`src/common/alu_pkg.sv`:
```
`default_nettype none

package alu_pkg;

	parameter int DATA_W = 32;

	typedef logic [DATA_W-1:0] data_t;
	typedef logic [4:0] shamt_t;

	// operation code, no decoder in this unit
	typedef logic [4:0] alu_func_t;

	localparam alu_func_t ALU_ADD   = 5'd0;
	localparam alu_func_t ALU_ADDU  = 5'd1;
	localparam alu_func_t ALU_SUB   = 5'd2;
	localparam alu_func_t ALU_SUBU  = 5'd3;
	localparam alu_func_t ALU_AND   = 5'd4;
	localparam alu_func_t ALU_OR    = 5'd5;
	localparam alu_func_t ALU_XOR   = 5'd6;
	localparam alu_func_t ALU_NOR   = 5'd7;
	localparam alu_func_t ALU_SLT   = 5'd8;
	localparam alu_func_t ALU_SLTU  = 5'd9;
	localparam alu_func_t ALU_SLL   = 5'd10;
	localparam alu_func_t ALU_SRL   = 5'd11;
	localparam alu_func_t ALU_SRA   = 5'd12;
	localparam alu_func_t ALU_MULT  = 5'd13;
	localparam alu_func_t ALU_MULTU = 5'd14;
	localparam alu_func_t ALU_DIV   = 5'd15;
	localparam alu_func_t ALU_DIVU  = 5'd16;
	localparam alu_func_t ALU_MFHI  = 5'd17;
	localparam alu_func_t ALU_MFLO  = 5'd18;
	localparam alu_func_t ALU_MTHI  = 5'd19;
	localparam alu_func_t ALU_MTLO  = 5'd20;

	typedef struct packed {
		logic overflow; // signed add/sub only
		logic zero;     // result word is zero
	} alu_status_t;

	typedef struct packed {
		alu_func_t func;
		data_t     data1;
		data_t     data2;
	} alu_req_t;

	typedef struct packed {
		data_t       result;
		alu_status_t status;
	} alu_resp_t;

endpackage

`default_nettype wire

```
`src/alu_req_fifo.sv`:
```
`default_nettype none

module alu_req_fifo #(
	parameter int DEPTH = 4
) (
	input  logic              clk,
	input  logic              rst_n,
	input  logic              in_valid,
	input  alu_pkg::alu_req_t in_req,
	input  logic              pop,
	output logic              in_credit,
	output logic              head_valid,
	output alu_pkg::alu_req_t head_req
);
	import alu_pkg::*;

	localparam int PTR_W = (DEPTH > 1) ? $clog2(DEPTH) : 1;
	localparam int CNT_W = $clog2(DEPTH + 1);

	alu_req_t         mem [DEPTH];
	logic [PTR_W-1:0] wr_ptr;
	logic [PTR_W-1:0] rd_ptr;
	logic [CNT_W-1:0] count;

	// sender credits keep this from overflowing
	always_ff @(posedge clk) begin
		if (in_valid)
			mem[wr_ptr] <= in_req;
	end

	always_ff @(posedge clk) begin
		if (!rst_n) begin
			wr_ptr    <= '0;
			rd_ptr    <= '0;
			count     <= '0;
			in_credit <= 1'b0;
		end else begin
			if (in_valid)
				wr_ptr <= (wr_ptr == PTR_W'(DEPTH - 1)) ? '0 : wr_ptr + 1'b1;
			if (pop)
				rd_ptr <= (rd_ptr == PTR_W'(DEPTH - 1)) ? '0 : rd_ptr + 1'b1;
			case ({in_valid, pop})
				2'b10:   count <= count + 1'b1;
				2'b01:   count <= count - 1'b1;
				default: count <= count;
			endcase
			in_credit <= pop; // slot freed, give it back
		end
	end

	assign head_valid = (count != '0);
	assign head_req   = mem[rd_ptr];

endmodule

`default_nettype wire

```
`config.mk`:
```
export PLATFORM = sky130hd
export DESIGN_NAME = alu_req_fifo
export DESIGN_NICKNAME = d
export VERILOG_FILES = /design/src/common/alu_pkg.sv /design/src/alu_req_fifo.sv
export SDC_FILE = /design/constraint.sdc
export NUM_CORES = 1
export LEC_CHECK = 0
export BUFFER_PORTS_ARGS = -buffer_cell sky130_fd_sc_hd__buf_2
export CORE_ASPECT_RATIO = 0.5
export CORE_MARGIN = 5
export CORE_UTILIZATION = 50
export DETAILED_ROUTE_END_ITERATION = 6
export GPL_ROUTABILITY_DRIVEN = 0
export PLACE_DENSITY = 0.82
export SLEW_MARGIN = 20
export SYNTH_ARGS = -nofsm -noshare
export SYNTH_HDL_FRONTEND = slang
export SYNTH_SLANG_ARGS = --single-unit
```
`constraint.sdc`:
```
create_clock -name clk -period 3.26 [get_ports clk]
set_input_delay 0.489 -clock clk [delete_from_list [all_inputs] [get_ports clk]]
set_output_delay 0.489 -clock clk [all_outputs]
set_load 0.01 [all_outputs]
```
==> results.md <==
- Status: finished, final reports clean
- H-tree depth: 1
- Pwr Density: 622 mW/mm2
- Most common cell in the netlist: edfxtp_1
- Fin util: 59.8%
- Sequential share of power: 55.4%
- DRT Pass-1 Iters: 4
- Crit-path leading delay family: buffers and inverters
- Post-cts resize count: 0
- Switching share of power: 21.0%
- WP data required: ~2800 ps
- Share of layout cells above drive strength 1: 43.9%
- Largest net degree at the start of global routing: 70
- Final Max Tran Viols: 0
- Clock Skews: 7.33 ps
- CP Launch Type: register
- Post-DP HPWL: 11200 um
- Worst Max-Slew Pin Slew: 586 ps
- Initial antenna violation count: 2
- Peak VDD IR: 0.377 mV
- Vias in the first global route: 5172
- Synthesized area: 0.0105 mm2
- Critical path buffer and inverter count: 2
- Syn Nets: 489
- RSZ-0062 raised after global routing: false
- LEAKAGE: just over 4 nW
- Final setup violation count: 0
- Area growth, synth to finish: 17.6%
- Clk_lat worst skew: 500 ps
- FILL cells: 1481
- Full die area: 0.0241 mm2
- Die Span X: 214 um
- Nets: 649
- Post-CTS Setup Bufs: 0
- CP max FO: 69
- Clk pwr share: 36.3%
- Crit path kind: register to output pin
- Area after DPL: 0.0115 mm2
- Cells after Synth: 409
- Clk sinks: 286
- Cells along the critical path: buf_12 > mux4_2 > buf_2
- Async SR Flop Fraction: 0%
- Post-Layout Inst Area: 0.0123 mm2
- Max Clock Freq: ~0.38 GHz
- Die Span Y: 112 um
- Post-synth top area share: 79.3%
- Total Power: 7.65 mW
- Data arrival time of the worst path: 2130 ps
- Internal Power: 6.04 mW
- Critical-path top delay cell: mux4_2
- Setup_tns: 0 ps
- Ys flop type: edfxtp_1
- Core box area: 0.0206 mm2
- Initial Utilization: roughly half
- Post-synth EDFFs: 276
- CTS buffer count: 25
- Largest cells by area after synthesis: edfxtp_1 (79%), mux4_2 (15%), dfxtp_1 (1.9%)
- FF+latch count, synth: approximately 290
- GR Util All Layers: 15.5%
- Max cap viols: 0
- Grt total ovfl: 0
- Via count: 4606
- Slowest cell delay on critical path: 600 ps
- Post-synth cell types: 23
- DRC: 0
- Switching power: about 1.6 mW
- Synth top cells by count: edfxtp_1 (276), mux4_2 (69), dfxtp_1 (10)
- # diodes: 0
- Initial detailed-routing violation count: 226
- # IOs: 144
- CTS tree: yes
- Min Tclk post-route: ~2600 ps
- Number of I/O port buffers: around 140
- Hold WC Path Type: input pin to register
- Slew headroom: 60.9%
- Ys Warns: 0
- Final worst path period share: 80.3%
- Hold buffer count at CTS: 0
- First-pass GRT wire length: 29300 um
- Sequential area share after synthesis: between 80% and 90%
- Largest area contributor in the netlist: edfxtp_1
- Mean post-synth cell area: 25.6 um2
- Combinational group share of total power: under 10%
- Routed WL per cell: 21.4 um
- Final Hold Fails: 0
- Drt total wl: 18400 um
- Clock Path Buffers: 3
- Root buf cell: clkbuf_16
- CP endpoint kind: output pin
- Antenna viol nets, final: 0
- Clock transition at path regs: 70 ps
- Vias per cell: about 5.4
- Row cnt: 37
==> worst paths after layout <==
path / slack, ps / endpoint / start / cells after the start
worst max register to register: 1510 / mem[3][49]$_DFFE_PP_ / wr_ptr[0]$_SDFFE_PN0P_ / 3
worst min register to register: 500 / count[2]$_SDFFE_PN0P_ / count[2]$_SDFFE_PN0P_ / 2
worst min-delay path: 190 / mem[1][67]$_DFFE_PP_ / in_req[67] / 1
worst max-delay path: 640 / head_req[60] / register / 3
==> flip-flops by register name, indices dropped and copies added, names as in the netlist, named ones only <==
| name | count |
|---|---|
| mem | 276 |
| count | 3 |
| rd_ptr | 2 |
| wr_ptr | 2 |
| in_credit | 1 |
==> kinds of logic after synthesis <==
| group | share of synthesized area, % |
|---|---|
| xor gates and xnor gates | 0.168 |
| adders and majority gates | 0.910 |
| buffers and inverters | 1.39 |
| muxes | 15.1 |
| DFF | 81.2 |
| and+or+nand+nor | 0.958 |
| AOI/OAI and AO/OA | 0.287 |
==> final cells by class <==
class,instances,area [um2],area share [%]
sequential,286,8500,69.1
timing repair buffer,149,836,6.80
clock inverter,17,133,1.08
inverter,6,22.5,0.183
multi-input combinational,101,1830,14.9
clock buffer,27,633,5.15
tap,273,342,2.78
==> metrics by stage <==
stage / hold WS, ps / setup WS [ps] / std cells
final: 189 / 643 / 859
after global routing: 170 / 496 / 859
after CTS: 167 / 581 / 859
after detailed placement: 494 / 1120 / 815
after global placement: 471 / 1130 / 815
after floorplan: 459 / 659 / 409
==> power groups by stage <==
stage	clock network (mW)	registers [mW]	logic (mW)
after global routing	3.03	4.25	0.691
after detailed placement	0	4.32	0.652
after CTS	2.84	4.24	0.654
after floorplan	0	4.30	0.391
after global placement	0	4.30	0.639
final	2.78	4.24	0.635
==> layer usage <==
layer	share of wire (%)	GRT usage, %	up-vias
met5	0.076	0	-
met4	1.8	3.43	4
met3	3.9	2.69	31
met2	53	27.9	99
met1	41	20.2	2409
li1	-	-	2063
==> cell usage in the layout, fill, tap and decap left out, types with 3 or more instances in the layout <==
cell type,count
buf_2,143
and2_4,4
clkinv_1,9
mux4_2,69
ha_1,6
clkbuf_16,25
edfxtp_1,276
buf_12,6
nor2b_1,4
dfxtp_1,8
inv_1,6
and2_1,3
clkinv_2,3
No activity file was read; power rests on OpenSTA's default activity.
