### config.mk
export PLATFORM = sky130hd
export DESIGN_NAME = alu_result_stage
export DESIGN_NICKNAME = d
export VERILOG_FILES = /design/src/common/alu_pkg.sv /design/src/alu_result_stage.sv
export SDC_FILE = /design/constraint.sdc
export NUM_CORES = 1
export LEC_CHECK = 0
export BUFFER_PORTS_ARGS = -buffer_cell sky130_fd_sc_hd__buf_2
export CAP_MARGIN = 30
export CORE_ASPECT_RATIO = 0.8
export CORE_MARGIN = 5
export CORE_UTILIZATION = 44
export DETAILED_ROUTE_END_ITERATION = 16
export PLACE_DENSITY = 0.79
export SYNTH_ARGS = -nofsm -noshare
export SYNTH_HDL_FRONTEND = slang
export SYNTH_SLANG_ARGS = --single-unit
### constraint.sdc
create_clock -name clk -period 5 [get_ports clk]
set_input_delay 1 -clock clk [delete_from_list [all_inputs] [get_ports clk]]
set_output_delay 1 -clock clk [all_outputs]
set_load 0.02 [all_outputs]
### src/common/alu_pkg.sv
`default_nettype none

package alu_pkg;

	parameter int DATA_W = 32;

	typedef logic [DATA_W-1:0] data_t;
	typedef logic [4:0] shamt_t;

	// operation code, no decoder in this unit
	typedef logic [4:0] alu_func_t;

	localparam alu_func_t ALU_ADD   = 5'd0;
	localparam alu_func_t ALU_ADDU  = 5'd1;
	localparam alu_func_t ALU_SUB   = 5'd2;
	localparam alu_func_t ALU_SUBU  = 5'd3;
	localparam alu_func_t ALU_AND   = 5'd4;
	localparam alu_func_t ALU_OR    = 5'd5;
	localparam alu_func_t ALU_XOR   = 5'd6;
	localparam alu_func_t ALU_NOR   = 5'd7;
	localparam alu_func_t ALU_SLT   = 5'd8;
	localparam alu_func_t ALU_SLTU  = 5'd9;
	localparam alu_func_t ALU_SLL   = 5'd10;
	localparam alu_func_t ALU_SRL   = 5'd11;
	localparam alu_func_t ALU_SRA   = 5'd12;
	localparam alu_func_t ALU_MULT  = 5'd13;
	localparam alu_func_t ALU_MULTU = 5'd14;
	localparam alu_func_t ALU_DIV   = 5'd15;
	localparam alu_func_t ALU_DIVU  = 5'd16;
	localparam alu_func_t ALU_MFHI  = 5'd17;
	localparam alu_func_t ALU_MFLO  = 5'd18;
	localparam alu_func_t ALU_MTHI  = 5'd19;
	localparam alu_func_t ALU_MTLO  = 5'd20;

	typedef struct packed {
		logic overflow; // signed add/sub only
		logic zero;     // result word is zero
	} alu_status_t;

	typedef struct packed {
		alu_func_t func;
		data_t     data1;
		data_t     data2;
	} alu_req_t;

	typedef struct packed {
		data_t       result;
		alu_status_t status;
	} alu_resp_t;

endpackage

`default_nettype wire

### src/alu_result_stage.sv
`default_nettype none

module alu_result_stage #(
	parameter int CREDITS = 2
) (
	input  logic               clk,
	input  logic               rst_n,
	input  logic               exec_valid,
	input  alu_pkg::alu_resp_t exec_resp,
	input  logic               out_credit,
	output logic               ready,
	output logic               out_valid,
	output alu_pkg::alu_resp_t out_resp
);
	import alu_pkg::*;

	localparam int CNT_W = $clog2(CREDITS + 1);

	alu_resp_t        resp_q;
	logic             full;
	logic [CNT_W-1:0] credits;
	logic             send;

	assign send  = full && (credits != '0);
	assign ready = !full || send; // refill behind a send

	always_ff @(posedge clk) begin
		if (exec_valid && ready)
			resp_q <= exec_resp;
	end

	always_ff @(posedge clk) begin
		if (!rst_n) begin
			full    <= 1'b0;
			credits <= CNT_W'(CREDITS);
		end else begin
			if (exec_valid && ready)
				full <= 1'b1;
			else if (send)
				full <= 1'b0;
			case ({out_credit, send})
				2'b10:   credits <= credits + 1'b1;
				2'b01:   credits <= credits - 1'b1;
				default: credits <= credits;
			endcase
		end
	end

	assign out_valid = send;
	assign out_resp  = resp_q;

endmodule

`default_nettype wire

==> results.ini, run 1 <==
[status]
outcome=completed

[final_layout]
final_layout_size_suffix_gt1_share_pct=60.90
fillCellCount=193
multi_input_area_um2=82.58
fin_nets=171
syn_to_final_growth_pct=40.06
utilization_pct=65.55
n_antenna_cell=0
seq_area_um2=1081

[clocking]
cts-hold-fix-buffers=0
cts_max_level=2
postCtsSetupBuffers=0
clkSinkCount=37
cts_buffers=5
cts_resized=0
path_clk_slew_ns=0.10
clk_path_buf_depth=2
clock_latency_ns=0.32
cts-root-buf=clkbuf_4
tritoncts=done

[die]
initial_core_util_pct=46.80
core.rowCount=16
pin_count=74
fp.dieH_um=56.15
dieArea_um2=3800
coreArea_um2=2502
fp.dieW_um=67.68

[drt]
first_pass_iters=3
drc=0
ant_nets=0
wirelength_mm=2.252
routedWlPerCell_um=13.33
vias=725
drt_iter0_drc=33
via_per_inst=4.290

[place]
port_buffers=73
gp_congestion=0.6653

[sta]
slew_viol_final=0
final_hold_viol_count=0
grt_setup_unrepaired=false
fin_skew_ns=0.004879
clock.fmax_mhz=459.6
finalSetupViolCount=0
maxSlewHeadroom_pct=73.45
min_period_over_period_pct=43.52
setup_tns_ns=0
whs_ns=0.5284
period_needed_ns=2.176
worstMarginPinSlew_ns=0.3983

[yosys]
postSynthCellCount=51
synth_seq_cells=37
syn_avg_cell_area_um2=22.96
syn-num-nets=90
ys_seq_area_share_pct=92.31
ys_types=12
synth_area_um2=1171
synth_warnings=0

[global_routing]
grt_usage_pct=11.67
grt_pass1_wl_mm=3.174
grt_max_degree=35
antenna_found_initial=0
grt_pass1_vias=751
overflow=0

[pwr]
p_per_area_nw_per_um2=354.0
totalPowerFinal_mw=0.5807
ir_drop_uv=175.8
p_leak_nw=0.7162

[job]
maxCapViolCount=0

[hold_path]
hold_path_class=reg -> reg

[setup_path]
cp-end-kind=output port
path_max_fanout=3
critical_path_class=reg -> out
start_kind=register
required_ns=4.00
crit_arrival_ns=1.18

-- final timing paths --
kind	from	endpoint	slack, ns	depth (start not counted)
max	credits[0]$_SDFFE_PN0P_	ready	2.82	4
min	credits[1]$_SDFFE_PN1P_	credits[1]$_SDFFE_PN1P_	0.53	2
max reg2reg	credits[0]$_SDFFE_PN0P_	out_resp[19]$_DFFE_PP_	3.47	5
min reg2reg	credits[1]$_SDFFE_PN1P_	credits[1]$_SDFFE_PN1P_	0.53	2
-- cells in the final DEF (no fill, tap or decap) --
cell type / count
clkinv_2: 2
edfxtp_1: 34
o21a_1: 1
buf_4: 1
nor2_1: 1
or3_1: 1
clkbuf_1: 1
dfxtp_1: 3
o21ai_0: 1
nand3_1: 1
ha_1: 1
inv_1: 2
clkbuf_4: 5
and2_1: 3
xnor2_1: 2
nor2b_1: 1
buf_2: 73
-- stage by stage --
step / instances / worst slack [ns] / cell area [um^2]
after global routing: 169 / 2.734 / 1640
after floorplan: 51 / 2.768 / 1171
after CTS: 169 / 2.800 / 1640
after global placement: 161 / 3.089 / 1589
final: 169 / 2.824 / 1640
after detailed placement: 161 / 3.049 / 1589
-- cell families (layout without fill, tap and decap cells) --
kind of cell	count (synthesis)	count (layout)	share of synthesized area (%)
compound gates	2	2	1.068
xor+xnor	2	2	1.496
fa+ha+maj	1	1	1.068
buf+inv	2	84	0.6413
flops	37	37	92.31
simple gates	7	7	3.419
-- cells in the mapped netlist --
library cell | count | area share (%)
inv_1 | 2 | 0.64
dfxtp_1 | 3 | 5.1
edfxtp_1 | 34 | 87
nand3_1 | 1 | 0.43
or3_1 | 1 | 0.53
nor2_1 | 1 | 0.32
o21ai_0 | 1 | 0.43
xnor2_1 | 2 | 1.5
o21a_1 | 1 | 0.64
and2_1 | 3 | 1.6
nor2b_1 | 1 | 0.53
ha_1 | 1 | 1.1
-- flip-flops by register name, summed over array words and instances (netlist names) --
name	flops
credits	2
full	1
out_resp	34
-- worst max-delay path: stages (launching register included) --
cell and delay, ns:
dfxtp_1 0.39, nor2_1 0.07, and2_1 0.17, inv_1 0.07
buf_2 0.16
-- layer usage --
metal / GRT usage [%] / wire [um]
met4: 4.335 / 0
met5: 0 / 0
met3: 7.071 / 341
met1: 10.98 / 777
met2: 20.11 / 1133
-- final cells by class --
class,count,area share (%)
clock buffers,6,2.517
well taps,36,2.746
repair buffers,74,22.73
inverters,2,0.4577
clock inverters,2,0.6102
multi-input cells,12,5.034
flip-flops and latches,37,65.90
-- power breakdown --
part	total [mW]	internal [mW]	switching [mW]
Sequential	0.368	0.362	0.00623
Combinational	0.0741	0.0291	0.0450
Clock	0.138	0.0535	0.0849
(Power assumes the default switching activity.)
==> run 2: changes to the inputs <==
Settings changed: ABC_AREA set to 1, CORE_UTILIZATION 44 to 41, PLACE_DENSITY 0.79 to 0.74.
Clock period 5 ns to 2.1 ns, I/O delays scaled along.
==> run 2 against run 1 <==
  * Sequential power increased by 140%
  * Flip-flop and latch count unchanged
  * Total power increased to 2.6 times the previous value
  * Non-clock buffer count unchanged
  * Worst hold slack got worse by 0.26 ns
  * Combinational power increased by 140%
  * Sequential share of layout area down 2.3 points
  * Critical path type unchanged
  * Critical endpoint is now out_valid
  * Largest power group unchanged
==> results.ini, run 2 <==
[pwr]
p_per_area_nw_per_um2=878.0  ; +150%
ir_drop_uv=440.5  ; +150%
p_leak_nw=0.7534  ; +5.2%
totalPowerFinal_mw=1.493  ; +160%

[setup_path]
required_ns=1.68  ; -2.32 ns
start_kind=register
crit_arrival_ns=1.11  ; -0.07 ns
crit_buf_inv=1  ; -1
crit_path_max_incr_delay_ns=0.45  ; +0.06 ns
critical_path_class=reg -> out
cp-end-kind=output port
path_cells=o21a_1 -> buf_2
path_delay_family=flip-flops
slowest_stage=dfxtp_1
path_max_fanout=3  ; unchanged

[clocking]
clk_path_buf_depth=2  ; unchanged
cts_buffers=5  ; unchanged
tritoncts=done
clock_latency_ns=0.32  ; about the same
postCtsSetupBuffers=0  ; unchanged
clkSinkCount=37  ; unchanged
cts_max_level=2  ; unchanged
path_clk_slew_ns=0.10  ; about the same
cts_resized=0  ; unchanged
cts-hold-fix-buffers=0  ; unchanged
cts-root-buf=clkbuf_4

[die]
dieArea_um2=4094  ; +7.7%
fp.dieW_um=70.30  ; +3.9%
core.rowCount=17  ; +1
coreArea_um2=2765  ; +10%
fp.dieH_um=58.24  ; +3.7%
initial_core_util_pct=43.12  ; -3.7 points
pin_count=74  ; unchanged

[final_layout]
fillCellCount=221  ; +15%
utilization_pct=61.49  ; -4.1 points
final_cell_mix=buf_2, edfxtp_1, inv_1, clkbuf_4, dfxtp_1
stdcell_area_um2=1700  ; +3.7%
instances_no_fill=175  ; +3.6%
final_layout_size_suffix_gt1_share_pct=62.77  ; +1.9 points
fin_nets=176  ; +2.9%
n_antenna_cell=0  ; unchanged
largest_reg_flops=34  ; unchanged
final_common_cell=buf_2
syn_to_final_growth_pct=42.60

[place]
place_area_um2=1628  ; +2.4%
port_buffers=73  ; unchanged
gp_congestion=0.8319  ; +25%
dpl_worst_slack_ns=0.6488  ; -2.400 ns
dp_cells=168  ; +4.3%

[yosys]
synth_area_um2=1192  ; +1.8%
synth_edf_count=34  ; unchanged
syn-num-nets=95  ; +5.6%
synth_warnings=0  ; unchanged
yosysTopAreaCell=edfxtp_1
synthTopCellsByCount=edfxtp_1, inv_1, dfxtp_1
ys_types=15  ; +3
async_flop_share_pct=0  ; unchanged
synth_top_area_share_pct=85.62  ; -1.6 points
synth_seq_cells=37  ; unchanged
synth_ff_type=edfxtp_1
postSynthCellCount=56  ; +9.8%
yosysMostFrequentCell=edfxtp_1
synth_area_leaders=edfxtp_1, dfxtp_1, nand3_2, inv_1, ha_1
ys_seq_area_share_pct=90.66  ; -1.6 points
syn_avg_cell_area_um2=21.29  ; -7.3%

[global_routing]
grt_pass1_vias=789  ; +5.1%
grt_max_degree=35  ; unchanged
grt_usage_pct=12.40  ; +0.73 points
antenna_found_initial=0  ; unchanged
overflow=0  ; unchanged
grt_pass1_wl_mm=3.843  ; +21%

[drt]
routedWlPerCell_um=13.33  ; about the same
drc=0  ; unchanged
first_pass_iters=4  ; +1
drt_iter0_drc=31  ; -6.1%
via_per_inst=4.274  ; -0.36%
ant_nets=0  ; unchanged
wirelength_mm=2.333  ; +3.6%
vias=748  ; +3.2%

[status]
outcome=completed

[job]
maxCapViolCount=0  ; unchanged

[sta]
grt_setup_unrepaired=false
min_period_over_period_pct=72.88
clock.fmax_mhz=653.4
fin_skew_ns=0.01096  ; +0.006077 ns
final_hold_viol_count=0  ; unchanged
finalSetupViolCount=0  ; unchanged
period_needed_ns=1.531
slew_viol_final=0  ; unchanged
maxSlewHeadroom_pct=73.28  ; -0.17 points
worstMarginPinSlew_ns=0.4008  ; +0.002476 ns
fin_ws_ns=0.5695  ; -2.255 ns
whs_ns=0.2699  ; -0.2585 ns
setup_tns_ns=0  ; unchanged

[hold_path]
hold_path_class=in -> reg

## run 2: logic make-up after synthesis
kind of cell / count (synthesis) / synth area share [%]
adder cells (fa/ha/maj): 1 / 1.049
AO/OA/AOI/OAI: 5 / 2.623
flip-flops: 37 / 90.66
AND/OR/NAND/NOR: 7 / 3.778
buffers and inverters: 6 / 1.889
## run 2: path summary, 6_finish.rpt
| check | startpoint | end | slack (ns) | cells after the start |
|---|---|---|---|---|
| setup reg to reg | credits[1]$_SDFFE_PN1P_ | out_resp[21]$_DFFE_PP_ | 0.74 | 3 |
| hold / removal | exec_resp[33] | out_resp[33]$_DFFE_PP_ | 0.27 | 1 |
| hold reg to reg | credits[1]$_SDFFE_PN1P_ | credits[1]$_SDFFE_PN1P_ | 0.52 | 2 |
| setup / recovery | full$_SDFFE_PN0P_ | out_valid | 0.57 | 2 |
## run 2: area by class of cell
cell class | instances | area [um^2] | share of cell area (%)
clock buffer | 5 | 37.54 | 2.208
tap | 38 | 47.55 | 2.796
multi-input combinational | 13 | 103.9 | 6.107
timing repair buffer | 74 | 372.9 | 21.93
sequential | 37 | 1081 | 63.58
clock inverter | 2 | 35.03 | 2.060
inverter | 6 | 22.52 | 1.325
## run 2: layer usage
layer	vias to the layer above	wire length (um)	global-route usage [%]
li1	375	-	-
met1	324	913	13.87
met5	-	0	0
met3	0	337	7.452
met4	0	0	4.098
met2	49	1082	19.87
## run 2: report_power, final
group	internal, mW	switching (mW)
Clock	0.243	0.201
Sequential	0.858	0.0145
Combinational	0.0640	0.113
Total	1.16	0.329
## run 2: worst reg2reg max path, stage by stage (launching register included)
cell and delay, ns:
dfxtp_1 0.38, inv_1 0.12, a31oi_4 0.14, buf_4 0.39
==> run 3: changes to the inputs <==
Settings changed: CORE_UTILIZATION 41 to 37, PLACE_DENSITY 0.74 to 0.71.
Clock period 2.1 ns to 1.3 ns, I/O delays scaled along.
==> run 3 against run 2 <==
  * Wire length grew 4.8%
  * Total power grew 63%
  * Non-clock buffer count grew 1
  * Highest routed layer is now met4
  * Critical path depth grew 4
  * Count of clock-buffer cells in the layout is the same
  * Via count grew 1.2%
  * Setup slack lost 0.51 ns
  * Critical path type is now reg -> reg
  * Global-route usage shrank 1.7 points
==> results.ini, run 3 (synthesis gave the netlist of run 2 again) <==
[setup_path]
critPathLaunch=credits[1]$_SDFFE_PN1P_
r2r-end=credits[1]$_SDFFE_PN1P_
crit_end=credits[1]$_SDFFE_PN1P_
rr_startpoint=credits[1]$_SDFFE_PN1P_
reg2reg_depth=6  ; +3
crit_arrival_ns=1.40  ; +0.29 ns
cp-end-kind=register
required_ns=1.46  ; -0.22 ns
critical_path_class=reg -> reg
start_kind=register
path_max_fanout=3  ; unchanged
r2r_setup_slack_ns=0.06  ; -0.68 ns

[final_layout]
final_layout_size_suffix_gt1_share_pct=65.94  ; +3.2 points
syn_to_final_growth_pct=46.49
largest_reg_flops=34  ; unchanged
final_cell_mix=buf_2, edfxtp_1, clkbuf_8
fin_nets=177  ; +0.57%
final_common_cell=buf_2
stdcell_area_um2=1747  ; +2.7%
n_antenna_cell=0  ; unchanged
fillCellCount=255  ; +15%
instances_no_fill=178  ; +1.7%

[die]
dieArea_um2=4465  ; +9.1%
coreArea_um2=3085  ; +12%
initial_core_util_pct=38.65  ; -4.5 points
fp.dieW_um=73.47  ; +4.5%
pin_count=74  ; unchanged
fp.dieH_um=60.78  ; +4.4%
core.rowCount=18  ; +1

[drt]
vias=757  ; +1.2%
routedWlPerCell_um=13.74  ; +3.1%
via_per_inst=4.253  ; -0.50%
wirelength_mm=2.446  ; +4.8%
ant_nets=0  ; unchanged
drt_iter0_drc=24  ; -23%
first_pass_iters=4  ; unchanged
drc=0  ; unchanged

[global_routing]
grt_pass1_vias=799  ; +1.3%
grt_pass1_wl_mm=3.436  ; -11%
antenna_found_initial=0  ; unchanged
overflow=0  ; unchanged
grt_max_degree=19  ; -46%
grt_usage_pct=10.74  ; -1.7 points

[sta]
fin_skew_ns=0.003142  ; -0.007814 ns
clock.fmax_mhz=804.2
final_hold_viol_count=0  ; unchanged
min_period_over_period_pct=95.65
maxSlewHeadroom_pct=85.34  ; +12 points
period_needed_ns=1.243
finalSetupViolCount=0  ; unchanged
whs_ns=0.1558  ; -0.1142 ns
worstMarginPinSlew_ns=0.2203  ; -0.1805 ns
grt_setup_unrepaired=true
slew_viol_final=0  ; unchanged
setup_tns_ns=0  ; unchanged

[pwr]
p_int_mw=1.865  ; +60%
p_sw_share_pct=23.16  ; +1.1 points
comb_power_share_pct=12.6  ; +0.8 points
clkPwrFrac_pct=29.2  ; -0.5 points
totalPowerFinal_mw=2.427  ; +63%
netSwitchingPower_mw=0.5622  ; +71%
ir_drop_uv=737.8  ; +67%
p_seq_share_pct=58.2  ; -0.2 points
p_per_area_nw_per_um2=1390  ; +58%
p_leak_nw=0.7608  ; +0.98%

[clocking]
cts_resized=0  ; unchanged
clock_latency_ns=0.27  ; -0.05 ns
path_clk_slew_ns=0.07  ; -0.03 ns
clkSinkCount=37  ; unchanged
cts-root-buf=clkbuf_8
tritoncts=done
clk_path_buf_depth=2  ; unchanged
cts_buffers=5  ; unchanged
cts-hold-fix-buffers=0  ; unchanged
postCtsSetupBuffers=0  ; unchanged
cts_max_level=2  ; unchanged

[job]
maxCapViolCount=0  ; unchanged

[place]
port_buffers=73  ; unchanged
gp_congestion=0.7213  ; -13%
dp_cells=171  ; +1.8%
dpl.hpwl_mm=1.989
place_area_um2=1665  ; +2.3%

[hold_path]
hold_path_class=in -> reg

[status]
outcome=completed

-- run 3: cell count changes in the layout (fill, tap and decap cells not counted), sizes merged --
cell / before / now
clkinvlp: 0 / 1
buf: 74 / 75
bufinv: 1 / 0
-- run 3: cell type report --
type | instances | area, um^2 | share of cell area [%]
sequential | 37 | 1085 | 62.11
timing repair buffer | 75 | 405.4 | 23.21
multi-input combinational | 13 | 103.9 | 5.946
clock buffer | 5 | 68.82 | 3.940
tap | 40 | 50.05 | 2.865
inverter | 6 | 22.52 | 1.289
clock inverter | 2 | 11.26 | 0.6447
-- run 3: power groups by stage --
stage	Combinational, mW	Sequential [mW]	Clock [mW]
floorplan	0.0700	1.53	0
global placement	0.299	1.44	0
detailed placement	0.309	1.44	0
CTS	0.309	1.41	0.746
global route	0.329	1.42	0.789
finish	0.306	1.41	0.708
-- run 3: how the worst min path moves through the flow --
stage / end / slack, ns / from / cells past startpoint
floorplan: credits[1]$_SDFFE_PN1P_ / 0.34 / rst_n / 1
global placement: out_resp[27]$_DFFE_PP_ / 0.44 / exec_resp[27] / 1
detailed placement: out_resp[8]$_DFFE_PP_ / 0.44 / exec_resp[8] / 1
CTS: out_resp[2]$_DFFE_PP_ / 0.14 / exec_resp[2] / 1
global route: out_resp[14]$_DFFE_PP_ / 0.14 / exec_resp[14] / 1
finish: out_resp[2]$_DFFE_PP_ / 0.16 / exec_resp[2] / 1
-- run 3: worst max-delay path, stage by stage, from the launching register on --
cell and delay (ns):
dfxtp_2 0.34, o21a_1 0.20, ha_1 0.32, inv_2 0.08, nand3_2 0.07, nand2_1 0.06, nand3_1 0.06
-- run 3: per-layer routing --
metal,global-route usage [%],share of wire (%),vias up
li1,-,-,373
met1,12.26,40,332
met2,17.30,46,48
met3,4.801,13,4
met4,5.426,0.90,0
met5,0,0,-
-- run 3: metrics by stage --
stage               setup slack, ns  util, %
global placement             0.1425    53.97
global route              -0.001048    56.61
detailed placement          0.06405    53.97
floorplan                   -0.1373        -
CTS                        0.002064    56.57
finish                      0.05652    56.61
